**config.mk**
```make
export PLATFORM = sky130hd
export DESIGN_NAME = apb_xbar_1to4
export DESIGN_NICKNAME = d
export VERILOG_FILES = /design/src/hw/apb_xbar_pkg.sv /design/src/hw/apb_xbar_1to4.sv /design/src/hw/apb_master.sv /design/src/hw/apb_cmd_router.sv /design/src/hw/apb_slave.sv
export SDC_FILE = /design/constraint.sdc
export NUM_CORES = 1
export LEC_CHECK = 0
export BUFFER_PORTS_ARGS = -buffer_cell sky130_fd_sc_hd__buf_2
export CORE_AREA = 2 2 208 210
export DETAILED_ROUTE_END_ITERATION = 10
export DIE_AREA = 0 0 210 212
export GPL_ROUTABILITY_DRIVEN = 0
export PLACE_DENSITY_LB_ADDON = 0.15
export SYNTH_ARGS = -nofsm -noshare
export SYNTH_HDL_FRONTEND = slang
export SYNTH_SLANG_ARGS = --single-unit
export TNS_END_PERCENT = 20
```
**constraint.sdc**
```tcl
create_clock -name pclk -period 7.8 [get_ports pclk]
set_clock_uncertainty 0.2 [all_clocks]
set_input_delay 1.17 -clock pclk [delete_from_list [all_inputs] [get_ports pclk]]
set_output_delay 1.17 -clock pclk [all_outputs]
set_load 0.02 [all_outputs]
```
**src/hw/apb_xbar_pkg.sv**
```systemverilog
// APB crossbar shared types
// Widths, address map and state encodings

`default_nettype none

package apb_xbar_pkg;

    localparam int ADDR_WIDTH = 32;
    localparam int DATA_WIDTH = 32;
    localparam int STRB_WIDTH = DATA_WIDTH / 8;
    localparam int PROT_WIDTH = 3;
    localparam int NUM_SLAVES = 4;
    localparam int PORT_WIDTH = $clog2(NUM_SLAVES);

    // Four 64 KiB regions starting at the base
    localparam logic [ADDR_WIDTH-1:0] BASE_ADDR   = 32'h1000_0000;
    localparam int                    REGION_BITS = 16;
    localparam logic [ADDR_WIDTH-1:0] MAP_SIZE    = 32'h0004_0000;

    // Signals driven by the requester side of an APB bus
    typedef struct packed {
        logic                  psel;
        logic                  penable;
        logic [ADDR_WIDTH-1:0] paddr;
        logic                  pwrite;
        logic [DATA_WIDTH-1:0] pwdata;
        logic [STRB_WIDTH-1:0] pstrb;
        logic [PROT_WIDTH-1:0] pprot;
    } apb_req_t;

    // Signals driven by the completer
    typedef struct packed {
        logic [DATA_WIDTH-1:0] prdata;
        logic                  pready;
        logic                  pslverr;
    } apb_rsp_t;

    // One transfer on the internal command channel
    typedef struct packed {
        logic                  write;
        logic [ADDR_WIDTH-1:0] addr;
        logic [DATA_WIDTH-1:0] wdata;
        logic [STRB_WIDTH-1:0] strb;
        logic [PROT_WIDTH-1:0] prot;
    } apb_cmd_t;

    typedef struct packed {
        logic [DATA_WIDTH-1:0] rdata;
        logic                  slverr;
    } apb_resp_t;

    typedef enum logic [1:0] {
        SLV_IDLE,
        SLV_CMD,
        SLV_RSP,
        SLV_DONE
    } slv_state_e;

    typedef enum logic [1:0] {
        MST_IDLE,
        MST_SETUP,
        MST_ACCESS,
        MST_RSP
    } mst_state_e;

endpackage

`default_nettype wire
```
**src/hw/apb_xbar_1to4.sv**
```systemverilog
// APB crossbar, one master to four slaves

`default_nettype none

module apb_xbar_1to4 (
    input  wire logic                   pclk,
    input  wire logic                   rst_n,
    input  wire apb_xbar_pkg::apb_req_t up_req,
    output      apb_xbar_pkg::apb_rsp_t up_rsp,
    output      apb_xbar_pkg::apb_req_t dn_req [apb_xbar_pkg::NUM_SLAVES],
    input  wire apb_xbar_pkg::apb_rsp_t dn_rsp [apb_xbar_pkg::NUM_SLAVES]
);

    import apb_xbar_pkg::*;

    // Upstream command and response channels
    logic      up_cmd_valid;
    logic      up_cmd_ready;
    apb_cmd_t  up_cmd;
    logic      up_rsp_valid;
    logic      up_rsp_ready;
    apb_resp_t up_resp;

    // Per-port channels, the command payload is shared
    logic [NUM_SLAVES-1:0] dn_cmd_valid;
    logic [NUM_SLAVES-1:0] dn_cmd_ready;
    apb_cmd_t              dn_cmd;
    logic [NUM_SLAVES-1:0] dn_rsp_valid;
    logic [NUM_SLAVES-1:0] dn_rsp_ready;
    apb_resp_t             dn_resp [NUM_SLAVES];

    apb_slave u_apb_slave (
        .pclk      (pclk),
        .rst_n     (rst_n),
        .apb_req   (up_req),
        .apb_rsp   (up_rsp),
        .cmd_valid (up_cmd_valid),
        .cmd_ready (up_cmd_ready),
        .cmd       (up_cmd),
        .rsp_valid (up_rsp_valid),
        .rsp_ready (up_rsp_ready),
        .rsp       (up_resp)
    );

    apb_cmd_router u_router (
        .pclk         (pclk),
        .rst_n        (rst_n),
        .up_cmd_valid (up_cmd_valid),
        .up_cmd_ready (up_cmd_ready),
        .up_cmd       (up_cmd),
        .up_rsp_valid (up_rsp_valid),
        .up_rsp_ready (up_rsp_ready),
        .up_rsp       (up_resp),
        .dn_cmd_valid (dn_cmd_valid),
        .dn_cmd_ready (dn_cmd_ready),
        .dn_cmd       (dn_cmd),
        .dn_rsp_valid (dn_rsp_valid),
        .dn_rsp_ready (dn_rsp_ready),
        .dn_rsp       (dn_resp)
    );

    for (genvar i = 0; i < NUM_SLAVES; i++) begin : g_port
        apb_master u_apb_master (
            .pclk      (pclk),
            .rst_n     (rst_n),
            .cmd_valid (dn_cmd_valid[i]),
            .cmd_ready (dn_cmd_ready[i]),
            .cmd       (dn_cmd),
            .rsp_valid (dn_rsp_valid[i]),
            .rsp_ready (dn_rsp_ready[i]),
            .rsp       (dn_resp[i]),
            .apb_req   (dn_req[i]),
            .apb_rsp   (dn_rsp[i])
        );
    end

endmodule

`default_nettype wire

```
**src/hw/apb_master.sv**
```systemverilog
// Downstream APB requester
// Replays one command as a setup and access transfer

`default_nettype none

module apb_master (
    input  wire logic                  pclk,
    input  wire logic                  rst_n,
    input  wire logic                  cmd_valid,
    output      logic                  cmd_ready,
    input  wire apb_xbar_pkg::apb_cmd_t  cmd,
    output      logic                  rsp_valid,
    input  wire logic                  rsp_ready,
    output      apb_xbar_pkg::apb_resp_t rsp,
    output      apb_xbar_pkg::apb_req_t  apb_req,
    input  wire apb_xbar_pkg::apb_rsp_t  apb_rsp
);

    import apb_xbar_pkg::*;

    mst_state_e state;
    apb_cmd_t   cmd_q;
    apb_resp_t  rsp_q;

    always_ff @(posedge pclk or negedge rst_n) begin
        if (!rst_n) begin
            state <= MST_IDLE;
        end else begin
            case (state)
                MST_IDLE: begin
                    if (cmd_valid) begin
                        state <= MST_SETUP;
                    end
                end
                MST_SETUP: begin
                    state <= MST_ACCESS;
                end
                MST_ACCESS: begin
                    // Wait states last as long as the slave holds pready low
                    if (apb_rsp.pready) begin
                        state <= MST_RSP;
                    end
                end
                MST_RSP: begin
                    if (rsp_ready) begin
                        state <= MST_IDLE;
                    end
                end
                default: begin
                    state <= MST_IDLE;
                end
            endcase
        end
    end

    always_ff @(posedge pclk) begin
        if (state == MST_IDLE && cmd_valid) begin
            cmd_q <= cmd;
        end
        if (state == MST_ACCESS && apb_rsp.pready) begin
            rsp_q.rdata  <= apb_rsp.prdata;
            rsp_q.slverr <= apb_rsp.pslverr;
        end
    end

    assign cmd_ready = (state == MST_IDLE);
    assign rsp_valid = (state == MST_RSP);
    assign rsp       = rsp_q;

    // Address and data stay on the latched command through both phases
    assign apb_req.psel    = (state == MST_SETUP) || (state == MST_ACCESS);
    assign apb_req.penable = (state == MST_ACCESS);
    assign apb_req.paddr   = cmd_q.addr;
    assign apb_req.pwrite  = cmd_q.write;
    assign apb_req.pwdata  = cmd_q.wdata;
    assign apb_req.pstrb   = cmd_q.strb;
    assign apb_req.pprot   = cmd_q.prot;

endmodule

`default_nettype wire

```
**src/hw/apb_cmd_router.sv**
```systemverilog
// Command router
// Address decode, command steering and response mux

`default_nettype none

module apb_cmd_router (
    input  wire logic                              pclk,
    input  wire logic                              rst_n,
    input  wire logic                              up_cmd_valid,
    output      logic                              up_cmd_ready,
    input  wire apb_xbar_pkg::apb_cmd_t              up_cmd,
    output      logic                              up_rsp_valid,
    input  wire logic                              up_rsp_ready,
    output      apb_xbar_pkg::apb_resp_t             up_rsp,
    output      logic [apb_xbar_pkg::NUM_SLAVES-1:0] dn_cmd_valid,
    input  wire logic [apb_xbar_pkg::NUM_SLAVES-1:0] dn_cmd_ready,
    output      apb_xbar_pkg::apb_cmd_t              dn_cmd,
    input  wire logic [apb_xbar_pkg::NUM_SLAVES-1:0] dn_rsp_valid,
    output      logic [apb_xbar_pkg::NUM_SLAVES-1:0] dn_rsp_ready,
    input  wire apb_xbar_pkg::apb_resp_t             dn_rsp [apb_xbar_pkg::NUM_SLAVES]
);

    import apb_xbar_pkg::*;

    logic                  in_range;
    logic [PORT_WIDTH-1:0] port;
    logic [PORT_WIDTH-1:0] port_q;
    logic                  err_q;

    assign in_range = (up_cmd.addr >= BASE_ADDR) && (up_cmd.addr < (BASE_ADDR + MAP_SIZE));
    assign port     = up_cmd.addr[REGION_BITS +: PORT_WIDTH];

    // Unmapped commands are taken at once and answered locally
    assign up_cmd_ready = up_cmd_valid && (in_range ? dn_cmd_ready[port] : 1'b1);
    assign dn_cmd       = up_cmd;

    always_comb begin
        for (int i = 0; i < NUM_SLAVES; i++) begin
            dn_cmd_valid[i] = up_cmd_valid && in_range && (port == PORT_WIDTH'(i));
            dn_rsp_ready[i] = up_rsp_ready && !err_q && (port_q == PORT_WIDTH'(i));
        end
    end

    always_ff @(posedge pclk or negedge rst_n) begin
        if (!rst_n) begin
            port_q <= '0;
            err_q  <= 1'b0;
        end else begin
            if (up_cmd_valid && up_cmd_ready) begin
                port_q <= port;
                err_q  <= !in_range;
            end else if (err_q && up_rsp_ready) begin
                err_q  <= 1'b0;
            end
        end
    end

    // Response comes from the port picked at acceptance
    always_comb begin
        if (err_q) begin
            up_rsp_valid  = 1'b1;
            up_rsp.rdata  = '0;
            up_rsp.slverr = 1'b1;
        end else begin
            up_rsp_valid = dn_rsp_valid[port_q];
            up_rsp       = dn_rsp[port_q];
        end
    end

endmodule

`default_nettype wire

```
**src/hw/apb_slave.sv**
```systemverilog
// Upstream APB completer
// Turns one APB transfer into a command and waits for its response

`default_nettype none

module apb_slave (
    input  wire logic                  pclk,
    input  wire logic                  rst_n,
    input  wire apb_xbar_pkg::apb_req_t  apb_req,
    output      apb_xbar_pkg::apb_rsp_t  apb_rsp,
    output      logic                  cmd_valid,
    input  wire logic                  cmd_ready,
    output      apb_xbar_pkg::apb_cmd_t  cmd,
    input  wire logic                  rsp_valid,
    output      logic                  rsp_ready,
    input  wire apb_xbar_pkg::apb_resp_t rsp
);

    import apb_xbar_pkg::*;

    slv_state_e state;
    apb_cmd_t   cmd_q;
    apb_resp_t  rsp_q;

    always_ff @(posedge pclk or negedge rst_n) begin
        if (!rst_n) begin
            state <= SLV_IDLE;
        end else begin
            case (state)
                SLV_IDLE: begin
                    // Access phase seen, the bus is held until the response returns
                    if (apb_req.psel && apb_req.penable) begin
                        state <= SLV_CMD;
                    end
                end
                SLV_CMD: begin
                    if (cmd_ready) begin
                        state <= SLV_RSP;
                    end
                end
                SLV_RSP: begin
                    if (rsp_valid) begin
                        state <= SLV_DONE;
                    end
                end
                default: begin
                    state <= SLV_IDLE;
                end
            endcase
        end
    end

    always_ff @(posedge pclk) begin
        if (state == SLV_IDLE && apb_req.psel && apb_req.penable) begin
            cmd_q.write <= apb_req.pwrite;
            cmd_q.addr  <= apb_req.paddr;
            cmd_q.wdata <= apb_req.pwdata;
            cmd_q.strb  <= apb_req.pstrb;
            cmd_q.prot  <= apb_req.pprot;
        end
        if (state == SLV_RSP && rsp_valid) begin
            rsp_q <= rsp;
        end
    end

    assign cmd_valid = (state == SLV_CMD);
    assign cmd       = cmd_q;
    assign rsp_ready = (state == SLV_RSP);

    // Single pready pulse completes the upstream transfer
    assign apb_rsp.pready  = (state == SLV_DONE);
    assign apb_rsp.prdata  = rsp_q.rdata;
    assign apb_rsp.pslverr = rsp_q.slverr;

endmodule

`default_nettype wire

```
[After elaboration in Yosys (flattened, before gate mapping)]
Cells that the tools add are included.
Storage, ports and cells
  register bits after elaboration: 538
Cells by class
  magnitude comparators: 5
  equal/unequal tests: 36
  muxes and demuxes: 31
  bitwise operators: 1
  reductions and logical operators: 45
Operators by type and width (count)
  $bmux W33 S2: 1
  $mux W33: 2
  $ge A32 B29 Y1 const B: 1
  $lt A32 B29 Y1 const B: 1
  $pmux W2 S4: 4
  $mux W2: 15
  $eq A2 B2 Y1 const B: 14
  $logic_and A1 B1 Y1: 26
  $ne A2 B1 Y1 const B: 9
  $reduce_and A3 Y1: 5
  $eq A2 B1 Y1 const B: 7
  $logic_not A2 Y1: 7
  $ne A2 B2 Y1 const B: 6
  $lt A2 B3 Y1 const B: 2
  $mux W1: 6
  $pmux W2 S3: 1
  $bmux W1 S2: 2
  $logic_or A1 B1 Y1: 4
  $ge A3 B3 Y1 const B: 1
  $not A2 Y3: 1
  $logic_not A1 Y1: 2
  $reduce_bool A2 Y1: 1

[Longest topological paths before layout]
  depth in word-level cells: 7
  depth in mapped cells: 7
  gate-level depth less buffers: 7

[By module]
Synthesis repeated with hierarchy kept, for this count alone.
Unflattened totals
  cell total of the unflattened synthesis: 785
  area total of the unflattened synthesis: 18455.2 µm²
By module, submodules not included
  apb_master: times used 4, cells an instance 120, area each 3310.7 µm², sequential area each 3203.1 µm²
  apb_slave: times used 1, cells an instance 126, area each 3367.0 µm², sequential area each 3203.1 µm²
  apb_cmd_router: times used 1, cells an instance 179, area each 1845.5 µm², sequential area each 75.1 µm²

[Worst setup path before layout]
Ideal clock, no wire load.
  path type: register to register
  start point: register u_apb_slave.state[1]
  end point: register g_port[2].u_apb_master.cmd_q, in the netlist g_port[2].u_apb_master.apb_req[0], enable pin
  arrival: 6.060 ns
  path slack: 0.950 ns
  stages on the path, launching flop included: 6
  buffers on the path: 0
  clock period less this slack: 6.850 ns
  path through: dfrtp_1 -> inv_1 -> ha_1 -> nor3b_1 -> nand4_2 -> nor3_1
Between the ends
  word-level cells in the longest chain between the ends: 4
Ends and longest elaborated chain
  start: declaration: RTL line apb_slave.sv:21  | slv_state_e state;
  start signal: assignment: RTL line apb_slave.sv:27  | state <= SLV_IDLE;
  start signal: assignment: RTL line apb_slave.sv:33  | state <= SLV_CMD;
  start signal: assignment: RTL line apb_slave.sv:38  | state <= SLV_RSP;
  $eq A2 B1 Y1: RTL line apb_slave.sv:66  | assign cmd_valid = (state == SLV_CMD);
  $logic_and A1 B1 Y1 (2 in a row): RTL line apb_cmd_router.sv:39  | dn_cmd_valid[i] = up_cmd_valid && in_range && (port == PORT_WIDTH'(i));
  $logic_and A1 B1 Y1: RTL line apb_master.sv:57  | if (state == MST_IDLE && cmd_valid) begin
  end signal: assignment: RTL line apb_master.sv:58  | cmd_q <= cmd;
  end: declaration: RTL line apb_master.sv:22  | apb_cmd_t cmd_q;
No other way between the ends.
A chain may end at the register's enable or synchronous reset.

[Worst setup path after layout]
  start point: register u_apb_slave.state[1]
  end point: register g_port[0].u_apb_master.cmd_q, in the netlist g_port[0].u_apb_master.apb_req[47], enable pin
Between the ends
  word-level cells in the longest chain between the ends: 4
Ends and longest elaborated chain (RTL line)
  $eq A2 B1 Y1: apb_slave.sv:66
  $logic_and A1 B1 Y1 (2 in a row): apb_cmd_router.sv:39
  $logic_and A1 B1 Y1: apb_master.sv:57
  end signal: assignment: apb_master.sv:58
  end: declaration: apb_master.sv:22
No other way between the ends.

==> impl_metrics.toml <==
[run_status]
status = "complete, no violations"

[clock_tree]
clk_pin_slew_worst_paths_ns = 0.06
clockBufferDepth = 3
cts_tree = "yes"
cts_hold_buf = 0
root_buffer = "clkbuf_16"
cts-htree-levels = 2
cts_made_buffers = 52
cts_setup_buffers = 0
numClockSinks = 538
cts_resized = 0
clk-insertion-delay-late_ns = 0.58

[final_layout]
final_cell_mix = "541 x buf_2, 525 x edfxtp_1, 52 x clkbuf_16"
fin_nets = 1541
num-fill-cells = 3396
area_growth_pct = 28.3
layout.cells.most_common = "buf_2"
drive_above_1_share_pct = 50.3
final_util_pct = 54.0

[worst_setup_path]
critical_path_arrival_ns = 3.76
path_max_fanout = 44
crit_type = "flip-flop to flip-flop"
worstSetupStartpointType = "flip-flop"
endpoint_kind = "flip-flop"
cp_data_required_time_ns = 7.81

[global_routing]
grt_max_degree = 73
grt_pass1_vias = 9203
grt_pass1_wl_microns = 62100
antenna_found_initial = 15
track_usage_pct = 19.7
grt_overflow = 0

[detailed_routing]
finalWirelength_microns = 44500
via_per_inst = 4.73
drcViolationCount = 0
wire_per_inst_microns = 23.3
dr.pass1.iters = 4
drtAntennaViolNets = 0
vias = 9042
drt_iter0_drc = 561

[timing]
fmax_ghz = 0.267
relSlewSlack_pct = 23.7
worst-slew-pin-transition_ns = 1.14
grt_setup_unrepaired = "no"
finalSetupTns_ns = 0
fin_crit_ns = 3.75
period_share_pct = 48.0
setup_viol = 0
hold_viol_final = 0
drv_slew = 0

[floorplan]
rows = 76
die_h_microns = 212
io_pins = 542
die_w_microns = 210
core_sq_mm = 0.0425
die-area_sq_mm = 0.0445
start_util_pct = 42.1

[synthesis]
yosysWarningCount = 0
ys_seq_area_share_pct = 89.9
syn-cell-area_sq_mm = 0.0179
synth-seq-cells = 538
synth_area_leader_cell = "edfxtp_1"
synth_area_leaders = "edfxtp_1 88%, mux4_2 4.3%, dfrtp_1 1.8%, and2_1 1.3%, ha_1 1.2%"
syn-num-nets = 948
yosysUniqueCellTypes = 38
synth_top_area_share_pct = 88.1
synthCells = 719
avgSynthCellArea_sq_um = 24.9

[placed_design]
portBuffers = 541
dpl.hpwl_microns = 31400

[power]
powerDensity_mw_per_mm2 = 313
ir_drop_v = 0.000226
leakage_nw = 8.56

[worst_hold_path]
hold_class = "primary input to asynchronous set/reset pin"

[run]
drv_cap = 0
## stage by stage
| step | std cells | area, sq um | total power, W | worst slack (ns) | hold WS, ns |
|---|---|---|---|---|---|
| after global placement | 1804 | 21300 | 0.00491 | 4.03 | 0.273 |
| after detailed placement | 1804 | 21300 | 0.00493 | 4.04 | 0.280 |
| after global routing | 1905 | 22900 | 0.00750 | 3.83 | 0.263 |
| final | 1913 | 23000 | 0.00718 | 4.05 | 0.268 |
| after floorplan | 719 | 17900 | 0.00451 | 0.950 | 0.259 |
| after CTS | 1901 | 22900 | 0.00729 | 4.01 | 0.242 |
## power by group
part | total (W) | internal [W] | switching (W)
Sequential | 0.00371 | 0.00355 | 0.000153
Combinational | 0.00113 | 0.000481 | 0.000648
Clock | 0.00235 | 0.00132 | 0.00103
## critical path, stage by stage (launching register included)
cell and delay (ns):
dfrtp_1 0.42, inv_1 0.09, ha_1 0.19, nor3b_1 0.24, nand4_2 0.31, or3_4 0.45, nor2_4 0.70, buf_4 0.68
## cell type report
cell class,count,area [sq um],area share [%]
Sequential cell,538,16100,70.1
Timing Repair Buffer,550,2780,12.1
Multi-Input combinational cell,150,1720,7.49
Clock buffer,73,1400,6.10
Tap cell,546,683,2.98
Clock inverter,24,184,0.801
Inverter,20,75.1,0.327
Antenna cell,12,30.0,0.131
## Yosys cell counts
cell type / n
a21oi_1: 7
a21oi_2: 1
a22oi_1: 1
a2bb2oi_1: 1
a31o_2: 1
a32o_1: 1
and2_1: 36
and3_1: 1
buf_1: 2
buf_2: 4
buf_4: 1
clkbuf_1: 4
dfrtp_1: 13
edfxtp_1: 525
ha_1: 17
inv_1: 20
mux2_1: 1
mux2_2: 7
mux2i_1: 2
mux4_2: 34
nand2_1: 4
nand2b_1: 3
nand3_1: 1
nand3b_1: 1
nand4_1: 1
nand4_2: 1
nor2_1: 5
nor3_1: 5
nor3b_1: 1
nor4_4: 2
nor4b_4: 1
o21a_1: 2
o21ai_0: 8
o21bai_1: 1
o22ai_1: 1
or2_2: 1
or3_4: 1
or3b_1: 1
## flip-flops by register name, summed over array words and instances (netlist names)
signal                       cells
g_port.u_apb_master.rsp        132
u_apb_slave.state                2
u_apb_slave.apb_rsp             33
g_port.u_apb_master.apb_req    288
g_port.u_apb_master.state        8
u_router.port_q                  2
u_router.err_q                   1
u_apb_slave.cmd                 72
## routing by layer
metal	vias up	routed length (microns)	track usage, %
li1	4089	-	-
met1	4477	16400	22.7
met2	392	22400	33.2
met3	78	4390	8.06
met4	6	1320	7.12
met5	-	36	0
## final timing paths
path	startpoint	to	slack, ns	cells after the start
max	u_apb_slave.state[1]$_DFFE_PN0P_	g_port[0].u_apb_master.apb_req[47]$_DFFE_PP_	4.05	7
min	rst_n	g_port[2].u_apb_master.state[1]$_DFFE_PN0P_	0.27	1
max reg2reg	u_apb_slave.state[1]$_DFFE_PN0P_	g_port[0].u_apb_master.apb_req[47]$_DFFE_PP_	4.05	7
min reg2reg	u_apb_slave.cmd[5]$_DFFE_PP_	g_port[1].u_apb_master.apb_req[5]$_DFFE_PP_	0.29	0
max in group asynchronous	rst_n	u_router.port_q[0]$_DFFE_PN0P_	6.88	1
min in group pclk	u_apb_slave.cmd[5]$_DFFE_PP_	g_port[1].u_apb_master.apb_req[5]$_DFFE_PP_	0.29	0
## cell families after synthesis
group	after synthesis	share of synthesized area [%]
buf+inv	31	0.699
mux	44	4.90
compound gates	24	0.825
flops	538	89.9
simple gates	65	2.46
fa+ha+maj	17	1.19
Power figures use the tool's default switching activity.
